<file path="config.mk">
export PLATFORM = sky130hd
export DESIGN_NAME = fv_mem_cntl_flat
export DESIGN_NICKNAME = d
export VERILOG_FILES = /design/src/fv_pkg.sv /design/src/fv_req_if.sv /design/src/fv_mem_cntl.sv /design/src/flat_wrapper.sv
export SDC_FILE = /design/constraint.sdc
export NUM_CORES = 1
export LEC_CHECK = 0
export ABC_AREA = 1
export BUFFER_PORTS_ARGS = -buffer_cell sky130_fd_sc_hd__buf_2
export CORE_AREA = 2 2 39 41
export CTS_BUF_LIST = sky130_fd_sc_hd__clkbuf_8
export DETAILED_ROUTE_END_ITERATION = 10
export DIE_AREA = 0 0 41 43
export PLACE_DENSITY = 0.7
export SLEW_MARGIN = 20
export SYNTH_ARGS = -nofsm -noshare
export SYNTH_HDL_FRONTEND = slang
export SYNTH_SLANG_ARGS = --single-unit
export TNS_END_PERCENT = 50
</file>
<file path="constraint.sdc">
create_clock -name clk -period 1.55 [get_ports clk]
set_input_delay 0.155 -clock clk [delete_from_list [all_inputs] [get_ports clk]]
set_output_delay 0.155 -clock clk [all_outputs]
set_load 0.005 [all_outputs]
</file>
<file path="src/fv_pkg.sv">
// shared widths, counts and vector types of the feature-vector store, imported by RTL and testbench
package fv_pkg;

    // ========================================
    // sizes
    // ========================================
    localparam int NUM_BANKS = 4;
    localparam int NUM_PE    = 4;
    localparam int ROW_W     = 6;

    localparam int DATA_W    = 16;
    localparam int BANK_W    = $clog2(NUM_BANKS);
    localparam int TAG_W     = $clog2(NUM_PE);
    localparam int ADDR_W    = ROW_W + BANK_W;
    // one extra bit so that a full store of 2**ADDR_W vectors can be counted
    localparam int COUNT_W   = ADDR_W + 1;

    // ========================================
    // types
    // ========================================
    // one feature-vector word
    typedef logic [DATA_W-1:0] fv_data_t;

    // bank select in the low bits, row in the upper bits
    typedef logic [ADDR_W-1:0] fv_addr_t;

    typedef logic [ROW_W-1:0] fv_row_t;

    typedef logic [BANK_W-1:0] bank_idx_t;

    // names the edge PE that gets the result
    typedef logic [TAG_W-1:0] pe_tag_t;

    typedef logic [COUNT_W-1:0] fv_count_t;

endpackage

</file>
<file path="src/fv_req_if.sv">
// head-of-queue request and pop strobe between the request FIFO and the memory controller
interface fv_req_if import fv_pkg::*; ();

    pe_tag_t  head_tag;
    fv_addr_t head_addr;
    logic     empty;
    // only raised while empty is low, the head advances on that edge
    logic     pop;

    modport fifo_side (
        output head_tag,
        output head_addr,
        output empty,
        input  pop
    );

    modport cntl_side (
        input  head_tag,
        input  head_addr,
        input  empty,
        output pop
    );

endinterface

</file>
<file path="src/fv_mem_cntl.sv">
// memory controller that pops the head request and issues it to the bank picked by the address
module fv_mem_cntl import fv_pkg::*; (
    input  logic                 clk,
    input  logic                 rst,
    fv_req_if.cntl_side          head,
    input  logic [NUM_BANKS-1:0] busy,
    output logic [NUM_BANKS-1:0] issue,
    output pe_tag_t              issue_tag,
    output fv_row_t              issue_row
);

    bank_idx_t head_bank;
    fv_row_t   head_row;

    // ========================================
    // address decode
    // ========================================
    assign head_bank = head.head_addr[BANK_W-1:0];
    assign head_row  = head.head_addr[ADDR_W-1:BANK_W];

    // the head waits while its bank is busy, later requests wait behind it
    // so results keep request order
    assign head.pop = !head.empty && !busy[head_bank];

    // ========================================
    // issue register
    // ========================================
    always_ff @(posedge clk) begin
        if (rst) begin
            issue <= '0;
        end else begin
            issue <= '0;
            if (head.pop) begin
                issue[head_bank] <= 1'b1;
            end
        end
    end

    // tag and row only matter while an issue bit is high
    always_ff @(posedge clk) begin
        if (head.pop) begin
            issue_tag <= head.head_tag;
            issue_row <= head_row;
        end
    end

endmodule

</file>
<file path="src/flat_wrapper.sv">
// flat-port wrapper written by rule: the top's interface ports become plain ports
module fv_mem_cntl_flat import fv_pkg::*;
  (clk, rst, busy, issue, issue_tag, issue_row, head_head_tag, head_head_addr, head_empty, head_pop);
  fv_req_if head_i ();
  input  logic clk;
  input  logic rst;
  input  logic [NUM_BANKS-1:0] busy;
  output logic [NUM_BANKS-1:0] issue;
  output pe_tag_t issue_tag;
  output fv_row_t issue_row;
  input wire logic [$bits(head_i.head_tag)-1:0] head_head_tag;
  input wire logic [$bits(head_i.head_addr)-1:0] head_head_addr;
  input wire logic [$bits(head_i.empty)-1:0] head_empty;
  output wire logic [$bits(head_i.pop)-1:0] head_pop;
  assign head_i.head_tag = head_head_tag;
  assign head_i.head_addr = head_head_addr;
  assign head_i.empty = head_empty;
  assign head_pop = head_i.pop;
  fv_mem_cntl u_core (.clk(clk), .rst(rst), .head(head_i), .busy(busy), .issue(issue), .issue_tag(issue_tag), .issue_row(issue_row));
endmodule
</file>
### After elaboration in Yosys (flattened, before gate mapping)

Index checks and enable logic that the tools add are counted.

| storage, ports and cells | value |
|---|---|
| bits in registers | 12 |
| bits of input ports | 17 |
| output and inout bits | 13 |
| logic and storage cells | 15 |

| operators by class | value |
|---|---|
| order comparisons | 2 |
| mux-type cells | 4 |
| bitwise logic cells | 1 |
| reductions and logical operators | 5 |

Operators with widths:

| operator | count |
|---|---|
| $lt 2x3->1 const B | 1 |
| $bmux 1 s2 | 1 |
| $demux 1 s2 | 1 |
| $ge 2x1->1 const B | 1 |
| $logic_and 1x1->1 | 2 |
| $logic_not 1->1 | 2 |
| $mux 1 | 2 |
| $reduce_or 2->1 | 1 |
| $not 1->1 | 1 |

### Logic depth before layout (Yosys ltp)

Gate-level depths: netlist of the first run.

| logic depth | value |
|---|---|
| depth after elaboration | 6 |
| mapped depth | 6 |
| depth with buffers taken out | 6 |

### Least setup slack after synthesis of the first run

No wires, ideal clock.

| path | value |
|---|---|
| path kind | input to register |
| start | input port head_head_addr[1] |
| end | register u_core.issue_row[0] (enable) |
| library setup time | 0.388 ns |
| data arrival time | 1.033 ns |
| required time | 1.162 ns |
| setup slack | 0.129 ns |
| stages on the path | 4 |
| path through | inv_2 -> nand2_2 -> nor2_2 -> nor3_1 |

| between the ends | value |
|---|---|
| cells in the longest elaborated chain, start to end | 4 |

RTL lines:

| what | line | text |
|---|---|---|
| start: declaration | flat_wrapper.sv:12 | `input wire logic [$bits(head_i.head_addr)-1:0] head_head_addr;` |
| $bmux 1 s2 | fv_mem_cntl.sv:23 | `assign head.pop = !head.empty && !busy[head_bank];` |
| $mux 1 (not written as such) | fv_mem_cntl.sv:23 |  |
| $logic_not 1->1 | fv_mem_cntl.sv:23 |  |
| $logic_and 1x1->1 | fv_mem_cntl.sv:23 |  |
| via head_pop | flat_wrapper.sv:14 | `output wire logic [$bits(head_i.pop)-1:0] head_pop;` |
| end signal: assignment | fv_mem_cntl.sv:43 | `issue_row <= head_row;` |
| end: declaration | fv_mem_cntl.sv:9 | `output fv_row_t issue_row` |

The timed path passes the listed nets, and every way through them passes these cells. The select of a mux whose other input is x is not followed.
A chain may end at the register's enable or synchronous reset.

### Worst setup path after layout of the first run

| path | value |
|---|---|
| start | input port head_head_addr[1] |
| end | output port head_pop |

| between the ends | value |
|---|---|
| cells in the longest elaborated chain, start to end | 4 |

RTL lines:

| what | line |
|---|---|
| $bmux 1 s2 | fv_mem_cntl.sv:23 |
| $mux 1 (not written as such) | fv_mem_cntl.sv:23 |
| $logic_not 1->1 | fv_mem_cntl.sv:23 |
| $logic_and 1x1->1 | fv_mem_cntl.sv:23 |
| end: declaration | flat_wrapper.sv:14 |

No other way between the ends. The select of a mux whose other input is x is not followed.

==> impl_metrics.py, run 1 <==
metrics = {
    "status": {
        "outcome": "completed",
    },
    "layout": {
        "diodes": 0,
        "layout_commonest_cell": "buf_2",
        "final_cell_mix": "buf_2, edfxtp_1",
        "drive_above_1_share_pct": 58.0,
        "final_util_pct": 46.7,
        "syn2layout_area_growth_pct": 50.9,
        "nNetsFinal": 87,
    },
    "die": {
        "die_x_um": 41,
        "fp.dieArea_um2": 1760,
        "io_pins": 30,
        "start_util_pct": 30.9,
        "num_rows": 14,
        "die_h_um": 43,
        "design.core.area_um2": 1380,
    },
    "route": {
        "wl_per_cell_um": 8.68,
        "routed_via_density": 4.12,
        "drt_iter0_drc": 0,
        "vias": 350,
        "ant_nets": 0,
        "detail_route.first_pass.iterations": 1,
        "drc": 0,
        "wl_um": 738,
    },
    "power_and_ir_drop": {
        "p_leak_uw": 0.000322,
        "p_per_area_nw_per_um2": 1130,
        "total_power_uw": 728,
        "peakVddDrop_mv": 0.495,
    },
    "sta": {
        "final.setup.tns_ns": 0,
        "drv_slew": 0,
        "max_freq_ghz": 0.899,
        "post-route-period-util_pct": 71.8,
        "max_slew_margin_pct": 89.6,
        "period_minus_slack_ns": 1.11,
        "timing_hold_violations_final": 0,
        "rsz0062_at_grt": "false",
        "worst_pin_slew_ns": 0.155,
        "setup-violations-final": 0,
    },
    "yosys": {
        "avgSynthCellArea_um2": 12.2,
        "synthCells": 35,
        "ys_ff_latch": 12,
        "synth_area_um2": 428,
        "ys_seq_area_share_pct": 74.9,
        "synthXorXnorAreaFrac_pct": 0,
        "synth_cell_types": 11,
        "synth-simple-area-share_pct": 19.9,
        "synthMuxAreaShare_pct": 0,
        "synth_fa_ha_area_share_pct": 0,
        "synth_compound_area_share_pct": 0,
        "synth_top_family_by_area": "simple AND/OR/NAND/NOR gates",
        "ys_warn_count": 0,
        "syn-num-nets": 52,
    },
    "clocking": {
        "clockRootBuffer": "clkbuf_8",
        "clockBufferDepth": 2,
        "cts_buffers": 3,
        "clk_pin_slew_ns": 0.05,
        "htreeDepth": 1,
        "ctsHoldBuffers": 0,
        "post_cts_buffers": 0,
        "cts_tree": "built",
        "post_cts_resized": 0,
        "cts_sinks": 12,
    },
    "place": {
        "globalplace.congestion": 0.647,
        "dp_hpwl_um": 632,
        "port_buffers": 29,
    },
    "worst_setup_path": {
        "crit_arrival_ns": 0.96,
        "criticalPathCategory": "in2out",
        "end_kind": "output port",
        "cp.required_ns": 1.39,
        "worst_setup_path_start_kind": "input pin",
        "cp_max_fo": 9,
    },
    "global_routing": {
        "grt_max_degree": 10,
        "grt_usage_pct": 10.5,
        "grt_overflow_total": 0,
        "antenna_found_initial": 0,
        "grt_pass1_wl_um": 1180,
        "grt_pass1_vias": 318,
    },
    "hold_path": {
        "hp-class": "in2reg",
    },
    "flow_run": {
        "drv_cap": 0,
    },
}
per-layer routing:
metal / track usage (%) / wire, um / vias up
met2: 17.5 / 403 / 19
met4: 6.00 / 14 / 0
met3: 4.71 / 75 / 2
met5: 0 / 0 / -
met1: 9.93 / 244 / 149
li1: - / - / 180
logic make-up (layout without fill, tap and decap cells):
| logic type | after synthesis | in the layout |
|---|---|---|
| flip-flops | 12 | 12 |
| AND/OR/NAND/NOR | 17 | 17 |
| buffers and inverters | 6 | 40 |
power by group:
part	leakage (uW)	internal, uW	switching (uW)
Combinational	0.000191	40.3	39.0
Sequential	0.000108	369	4.91
Clock	0.0000231	173	101
Total	0.000322	583	145
metrics by stage:
| stage | area, um^2 | setup WS [ns] | instances | hold slack (ns) |
|---|---|---|---|---|
| finish | 646 | 0.437 | 85 | 0.0944 |
| global route | 646 | 0.323 | 85 | 0.0849 |
| CTS | 646 | 0.439 | 85 | 0.0891 |
| detailed placement | 601 | 0.424 | 81 | 0.334 |
| global placement | 601 | 0.437 | 81 | 0.337 |
| floorplan | 428 | 0.129 | 35 | 0.254 |
worst max-delay path, stage by stage:
cell	delay (ns)
buf_2	0.12
inv_2	0.05
nand2_2	0.08
nor2_2	0.04
nor3_1	0.18
buf_4	0.20
buf_2	0.13
cells in the mapped netlist:
cell      n  area, um^2
nand3_2   1        10.0
edfxtp_1  8         240
inv_2     2        7.51
nand2_2   2        12.5
nor2_1    4        15.0
inv_1     4        15.0
nor3_1    1        5.00
nand2_1   4        15.0
nor2_2    2        12.5
nand3_1   3        15.0
dfxtp_1   4        80.1
sequential cells by signal, summed over array words and instances, names as in the netlist:
| name | flops |
|---|---|
| u_core.issue | 4 |
| u_core.issue_tag | 2 |
| u_core.issue_row | 6 |
final timing paths:
check,start,end,slack [ns],cells after the start
hold / removal,head_head_addr[5],u_core.issue_row[3],0.09,1
setup / recovery,head_head_addr[1],head_pop,0.44,7
area by class of cell:
| cell class | count | area, um^2 |
|---|---|---|
| inverter | 6 | 22.5 |
| fill | 145 | 738 |
| multi-input combinational | 17 | 85.1 |
| tap | 16 | 20.0 |
| clock buffer | 3 | 41.3 |
| timing repair buffer | 30 | 153 |
| sequential | 12 | 320 |
| clock inverter | 1 | 3.75 |
Power figures use the tool's default switching activity.
==> inputs of run 2 (changes only) <==
ABC_AREA = 0   (was 1)
PLACE_DENSITY = 0.67   (was 0.7)
clock period = 1.1 ns   (was 1.55 ns; I/O delays follow)
==> run 2 against run 1 <==
Routed wire length up 18%; clock power is 36% higher; via count down 6.0%; total power grew 38%; largest power group unchanged; flip-flop and latch count unchanged.
==> impl_metrics.py, run 2 <==
metrics = {
    "power_and_ir_drop": {
        "p_switching_uw": 186,
        "swShare_pct": 18.4,
        "peakVddDrop_mv": 0.726,
        "p_leak_uw": 0.000303,
        "seq_power_share_pct": 52.0,
        "p_clk_share_pct": 37.2,
        "total_power_uw": 1010,
        "comb_power_share_pct": 10.8,
        "p_int_uw": 822,
        "p_per_area_nw_per_um2": 1580,
    },
    "route": {
        "wl_met2_um": 400,
        "drt_iter0_drc": 1,
        "drc": 0,
        "vias": 329,
        "wl_met3_um": 196,
        "wl_um": 874,
        "wl_per_cell_um": 11.8,
        "ant_nets": 0,
        "drt-met1-wl_um": 278,
        "detail_route.first_pass.iterations": 4,
        "top_layer_used": "met3",
        "routed_via_density": 4.45,
    },
    "yosys": {
        "yosysMostFrequentCell": "edfxtp_1",
        "ys_ff_latch": 12,
        "synth_top_area_share_pct": 61.5,
        "synthCells": 21,
        "async_reset_ff_share_pct": 0,
        "synth_edf_count": 8,
        "syn-num-nets": 38,
        "netlist_top_cells_area": "edfxtp_1, dfxtp_1, mux4_2",
        "synthTopCellsByCount": "edfxtp_1, dfxtp_1, nor2_1",
        "yosysTopAreaCell": "edfxtp_1",
        "ys_seq_area_share_pct": 82.1,
        "ys_warn_count": 0,
        "synth_cell_types": 9,
        "synth_area_um2": 390,
        "avgSynthCellArea_um2": 18.6,
        "synth_flop_cell": "edfxtp_1",
    },
    "layout": {
        "largest_register_ffs": 6,
        "drive_above_1_share_pct": 67.2,
        "syn2layout_area_growth_pct": 63.5,
        "nNetsFinal": 76,
        "layout_commonest_cell": "buf_2",
        "fin_cells": 74,
        "regMostFlops": "u_core.issue_row",
        "reg_top3": "u_core.issue_row (6), u_core.issue (4), u_core.issue_tag (2)",
        "diodes": 0,
        "final_cell_mix": "buf_2, edfxtp_1, buf_4, dfxtp_1, clkbuf_8",
    },
    "hold_path": {
        "hp-class": "in2reg",
        "whs_endpoint": "u_core.issue_row[0]",
        "holdPathStages": 1,
        "min_from": "head_head_addr[2]",
    },
    "sta": {
        "max_freq_ghz": 0.943,
        "period_minus_slack_ns": 1.06,
        "drv_slew": 0,
        "post-route-period-util_pct": 96.4,
        "worst_pin_slew_ns": 0.182,
        "setup-violations-final": 0,
        "timing_hold_violations_final": 0,
        "max_slew_margin_pct": 87.8,
        "rsz0062_at_grt": "false",
    },
    "global_routing": {
        "grt_pass1_vias": 333,
        "grt_overflow_total": 0,
        "grt_usage_pct": 11.2,
        "grt_pass1_wl_um": 1270,
        "grt_max_degree": 9,
        "antenna_found_initial": 0,
    },
    "clocking": {
        "cts_sinks": 12,
        "clockBufferDepth": 2,
        "htreeDepth": 1,
        "post_cts_resized": 0,
        "ctsHoldBuffers": 0,
        "cts_tree": "built",
        "clk_pin_slew_ns": 0.05,
        "clockRootBuffer": "clkbuf_8",
        "cts_buffers": 3,
    },
    "flow_run": {
        "drv_cap": 0,
    },
    "place": {
        "dp_hpwl_um": 734,
        "port_buffers": 29,
        "globalplace.congestion": 0.623,
        "dpl.cell_count": 69,
    },
    "die": {
        "start_util_pct": 28.2,
        "die_x_um": 41,
        "io_pins": 30,
        "design.core.area_um2": 1380,
        "die_h_um": 43,
        "num_rows": 14,
        "fp.dieArea_um2": 1760,
    },
    "worst_setup_path": {
        "crit_arrival_ns": 1.00,
        "cp-startpoint": "head_head_addr[0]",
        "cp.required_ns": 1.04,
        "cp_max_fo": 8,
        "worst_setup_path_start_kind": "input pin",
        "criticalPathCategory": "in2reg",
        "end_kind": "flop",
    },
    "status": {
        "outcome": "completed",
    },
}
## run 2: cell types whose count changed in the layout (fill, tap and decap cells not counted), moves of 3 or more
cell     delta
nand2_1     -4
buf_4       +3
nand3_1     -3
inv_1       -3
## run 2: how the worst max path moves through the flow
| stage | end | slack (ns) | cells after the start |
|---|---|---|---|
| floorplan | u_core.issue_row[0] | -0.04 | 2 |
| global placement | u_core.issue_row[4] | -0.17 | 3 |
| detailed placement | u_core.issue_row[5] | -0.20 | 3 |
| CTS | head_pop | 0.02 | 4 |
| global route | head_pop | 0.001 | 4 |
| finish | u_core.issue_row[5] | 0.04 | 4 |
## run 2: power by group through the flow
stage	Sequential (uW)	Combinational [uW]	Clock [uW]
after global routing	526	122	414
after CTS	525	111	390
after floorplan	537	23.4	0
final	524	109	375
after detailed placement	532	106	0
after global placement	531	105	0
## run 2: per-layer routing
layer  track usage, %  vias to the layer above
met5                0                        -
met4             4.00                        0
met3             8.90                        0
met2             18.4                       32
met1             9.28                      144
li1                 -                      153
## run 2: stage by stage
stage | TNS [ns] | utilization (%) | setup WS [ns] | hold slack (ns) | cell area, um^2
floorplan | -0.303 | - | -0.0379 | 0.186 | 398
global placement | -1.51 | 42.3 | -0.173 | 0.296 | 586
detailed placement | -1.71 | 42.3 | -0.195 | 0.289 | 586
CTS | 0 | 46.1 | 0.0152 | 0.0491 | 638
global route | 0 | 46.1 | 0.00130 | 0.0502 | 638
finish | 0 | 46.1 | 0.0397 | 0.0550 | 638
## run 2: final cells by class
type,instances,area [um^2]
Fill cell,131,746
Sequential cell,12,320
Timing Repair Buffer,33,175
Multi-Input combinational cell,9,77.6
Clock buffer,3,41.3
Tap cell,16,20.0
Clock inverter,1,3.75
## run 2: what timing repair did
item                                    CTS  global route
endpoints found under the setup margin    1             9
buffers inserted                          1             0
pin swaps                                 1             1
## run 2: cell families (layout without fill, tap and decap cells)
| logic type | after synthesis | count (layout) | synth area share, % |
|---|---|---|---|
| flip-flops | 12 | 12 | 82.1 |
| buffers and inverters | 0 | 37 | 0 |
| AND/OR/NAND/NOR | 8 | 8 | 12.2 |
| multiplexers | 1 | 1 | 5.77 |
## run 2: critical path, cell delays in order
cell	delay, ns
buf_2	0.10
mux4_2	0.52
nor2_4	0.10
buf_4	0.17
==> inputs of run 3 (changes only) <==
BUFFER_PORTS_ARGS = -buffer_cell sky130_fd_sc_hd__buf_4   (was -buffer_cell sky130_fd_sc_hd__buf_2)
PLACE_DENSITY = default   (was 0.67)
==> run 3 against run 2 <==
Global-route usage is 0.33 points lower; sequential power about the same; largest power group unchanged; critical endpoint is now u_core.issue_row[3]; sequential share of layout area decreased by 3.9 points; combinational power grew 25%; via count shrank 5.5%; total power grew 1.9%.
==> impl_metrics.py, run 3 (synthesis gave the netlist of run 2 again) <==
metrics = {
    "route": {
        "routed_via_density": 4.38,
        "top_layer_used": "met3",
        "wl_met2_um": 417,
        "wl_per_cell_um": 12.6,
        "drt_iter0_drc": 1,
        "vias": 311,
        "wl_um": 895,
        "wl_met3_um": 181,
        "detail_route.first_pass.iterations": 2,
        "drc": 0,
        "drt-met1-wl_um": 296,
        "ant_nets": 0,
    },
    "worst_setup_path": {
        "cp_common_cell": "buf_4",
        "end_kind": "flop",
        "crit_arrival_ns": 1.00,
        "criticalPathCategory": "in2reg",
        "crit_chain": "buf_4, mux4_2, nor2_4, buf_4",
        "cp.required_ns": 1.04,
        "cp_slowest_cell": "mux4_2",
        "crit_path_max_incr_delay_ns": 0.51,
        "worst_setup_path_start_kind": "input pin",
        "cp_max_fo": 8,
    },
    "place": {
        "place_area_um2": 643,
        "port_buffers": 29,
        "place_ws_ns": -0.175,
        "globalplace.congestion": 0.640,
    },
    "global_routing": {
        "grt_pass1_wl_um": 1250,
        "grt_max_degree": 9,
        "grt_overflow_total": 0,
        "grt_usage_pct": 10.8,
        "grt_pass1_vias": 327,
        "antenna_found_initial": 0,
    },
    "layout": {
        "diodes": 0,
        "layout_commonest_cell": "buf_4",
        "fin_area_um2": 692,
        "drive_above_1_share_pct": 67.3,
        "largest_register_ffs": 6,
        "syn2layout_area_growth_pct": 77.2,
        "final_cell_mix": "buf_4, edfxtp_1, dfxtp_1, clkbuf_8, nor2_1",
        "regMostFlops": "u_core.issue_row",
        "reg_top3": "u_core.issue_row (6), u_core.issue (4), u_core.issue_tag (2)",
        "nNetsFinal": 74,
    },
    "sta": {
        "max_freq_ghz": 0.938,
        "max_slew_margin_pct": 87.1,
        "rsz0062_at_grt": "false",
        "drv_slew": 0,
        "timing_hold_violations_final": 0,
        "worst_pin_slew_ns": 0.193,
        "post-route-period-util_pct": 97.0,
        "worst_slack_ns": 0.0334,
        "period_minus_slack_ns": 1.07,
        "fin_hold_ws_ns": 0.0481,
        "setup-violations-final": 0,
    },
    "clocking": {
        "cts_tree": "built",
        "clockRootBuffer": "clkbuf_8",
        "cts_buffers": 3,
        "ctsHoldBuffers": 0,
        "clk_pin_slew_ns": 0.05,
        "clockBufferDepth": 2,
        "cts_sinks": 12,
        "htreeDepth": 1,
    },
    "power_and_ir_drop": {
        "p_leak_uw": 0.000309,
        "total_power_uw": 1030,
        "peakVddDrop_mv": 0.766,
        "p_per_area_nw_per_um2": 1480,
    },
    "die": {
        "num_rows": 14,
        "start_util_pct": 28.2,
        "die_h_um": 43,
        "design.core.area_um2": 1380,
        "io_pins": 30,
        "fp.dieArea_um2": 1760,
        "die_x_um": 41,
    },
    "status": {
        "outcome": "completed",
    },
    "hold_path": {
        "hp-class": "in2reg",
    },
    "flow_run": {
        "drv_cap": 0,
    },
}
[run 3: cell count changes in the layout (fill, tap and decap cells not counted), sizes merged]
| cell | change |
|---|---|
| buf | -2 |
| inv | -1 |
[run 3: layout make-up]
class                   instances  area, um^2
well taps                      16        20.0
flip-flops and latches         12         320
fillers                       137         692
clock buffers                   3        41.3
repair buffers                 31         233
multi-input cells               9        77.6
[run 3: what timing repair did]
item / CTS / global route
endpoints found under the setup margin: 1 / 0
hold endpoints to repair: 0 / 0
setup buffers: 1 / 0
resized for setup: 0 / 0
[run 3: final timing paths]
check                         start             endpoint  slack (ns)  depth (start not counted)
hold / removal              busy[0]      u_core.issue[0]        0.05                          2
setup / recovery  head_head_addr[0]  u_core.issue_row[3]        0.03                          4
[run 3: metal layers]
layer | global-route usage (%) | up-vias
met5 | 0 | -
met1 | 9.56 | 132
met4 | 6.00 | 0
met2 | 18.8 | 30
li1 | - | 149
met3 | 4.71 | 0
[run 3: critical path, delay by kind of cell]
kind | cells | cell delay [ns]
buffers and inverters | 2 | 0.25
AND/OR/NAND/NOR | 1 | 0.13
multiplexers | 1 | 0.51
[run 3: per-stage QoR]
stage / cells / setup TNS [ns] / util [%]
after floorplan: 21 / -0.303 / -
after global placement: 67 / -1.42 / 46.5
after detailed placement: 67 / -1.52 / 46.5
after CTS: 71 / 0 / 50.0
after global routing: 71 / 0 / 50.0
final: 71 / 0 / 50.0
[run 3: power by group]
part	switching, uW	internal [uW]	leakage [uW]
registers	7.13	517	0.000107
clock network	127	238	0.0000216
logic	46.6	89.8	0.000180
total	181	845	0.000309
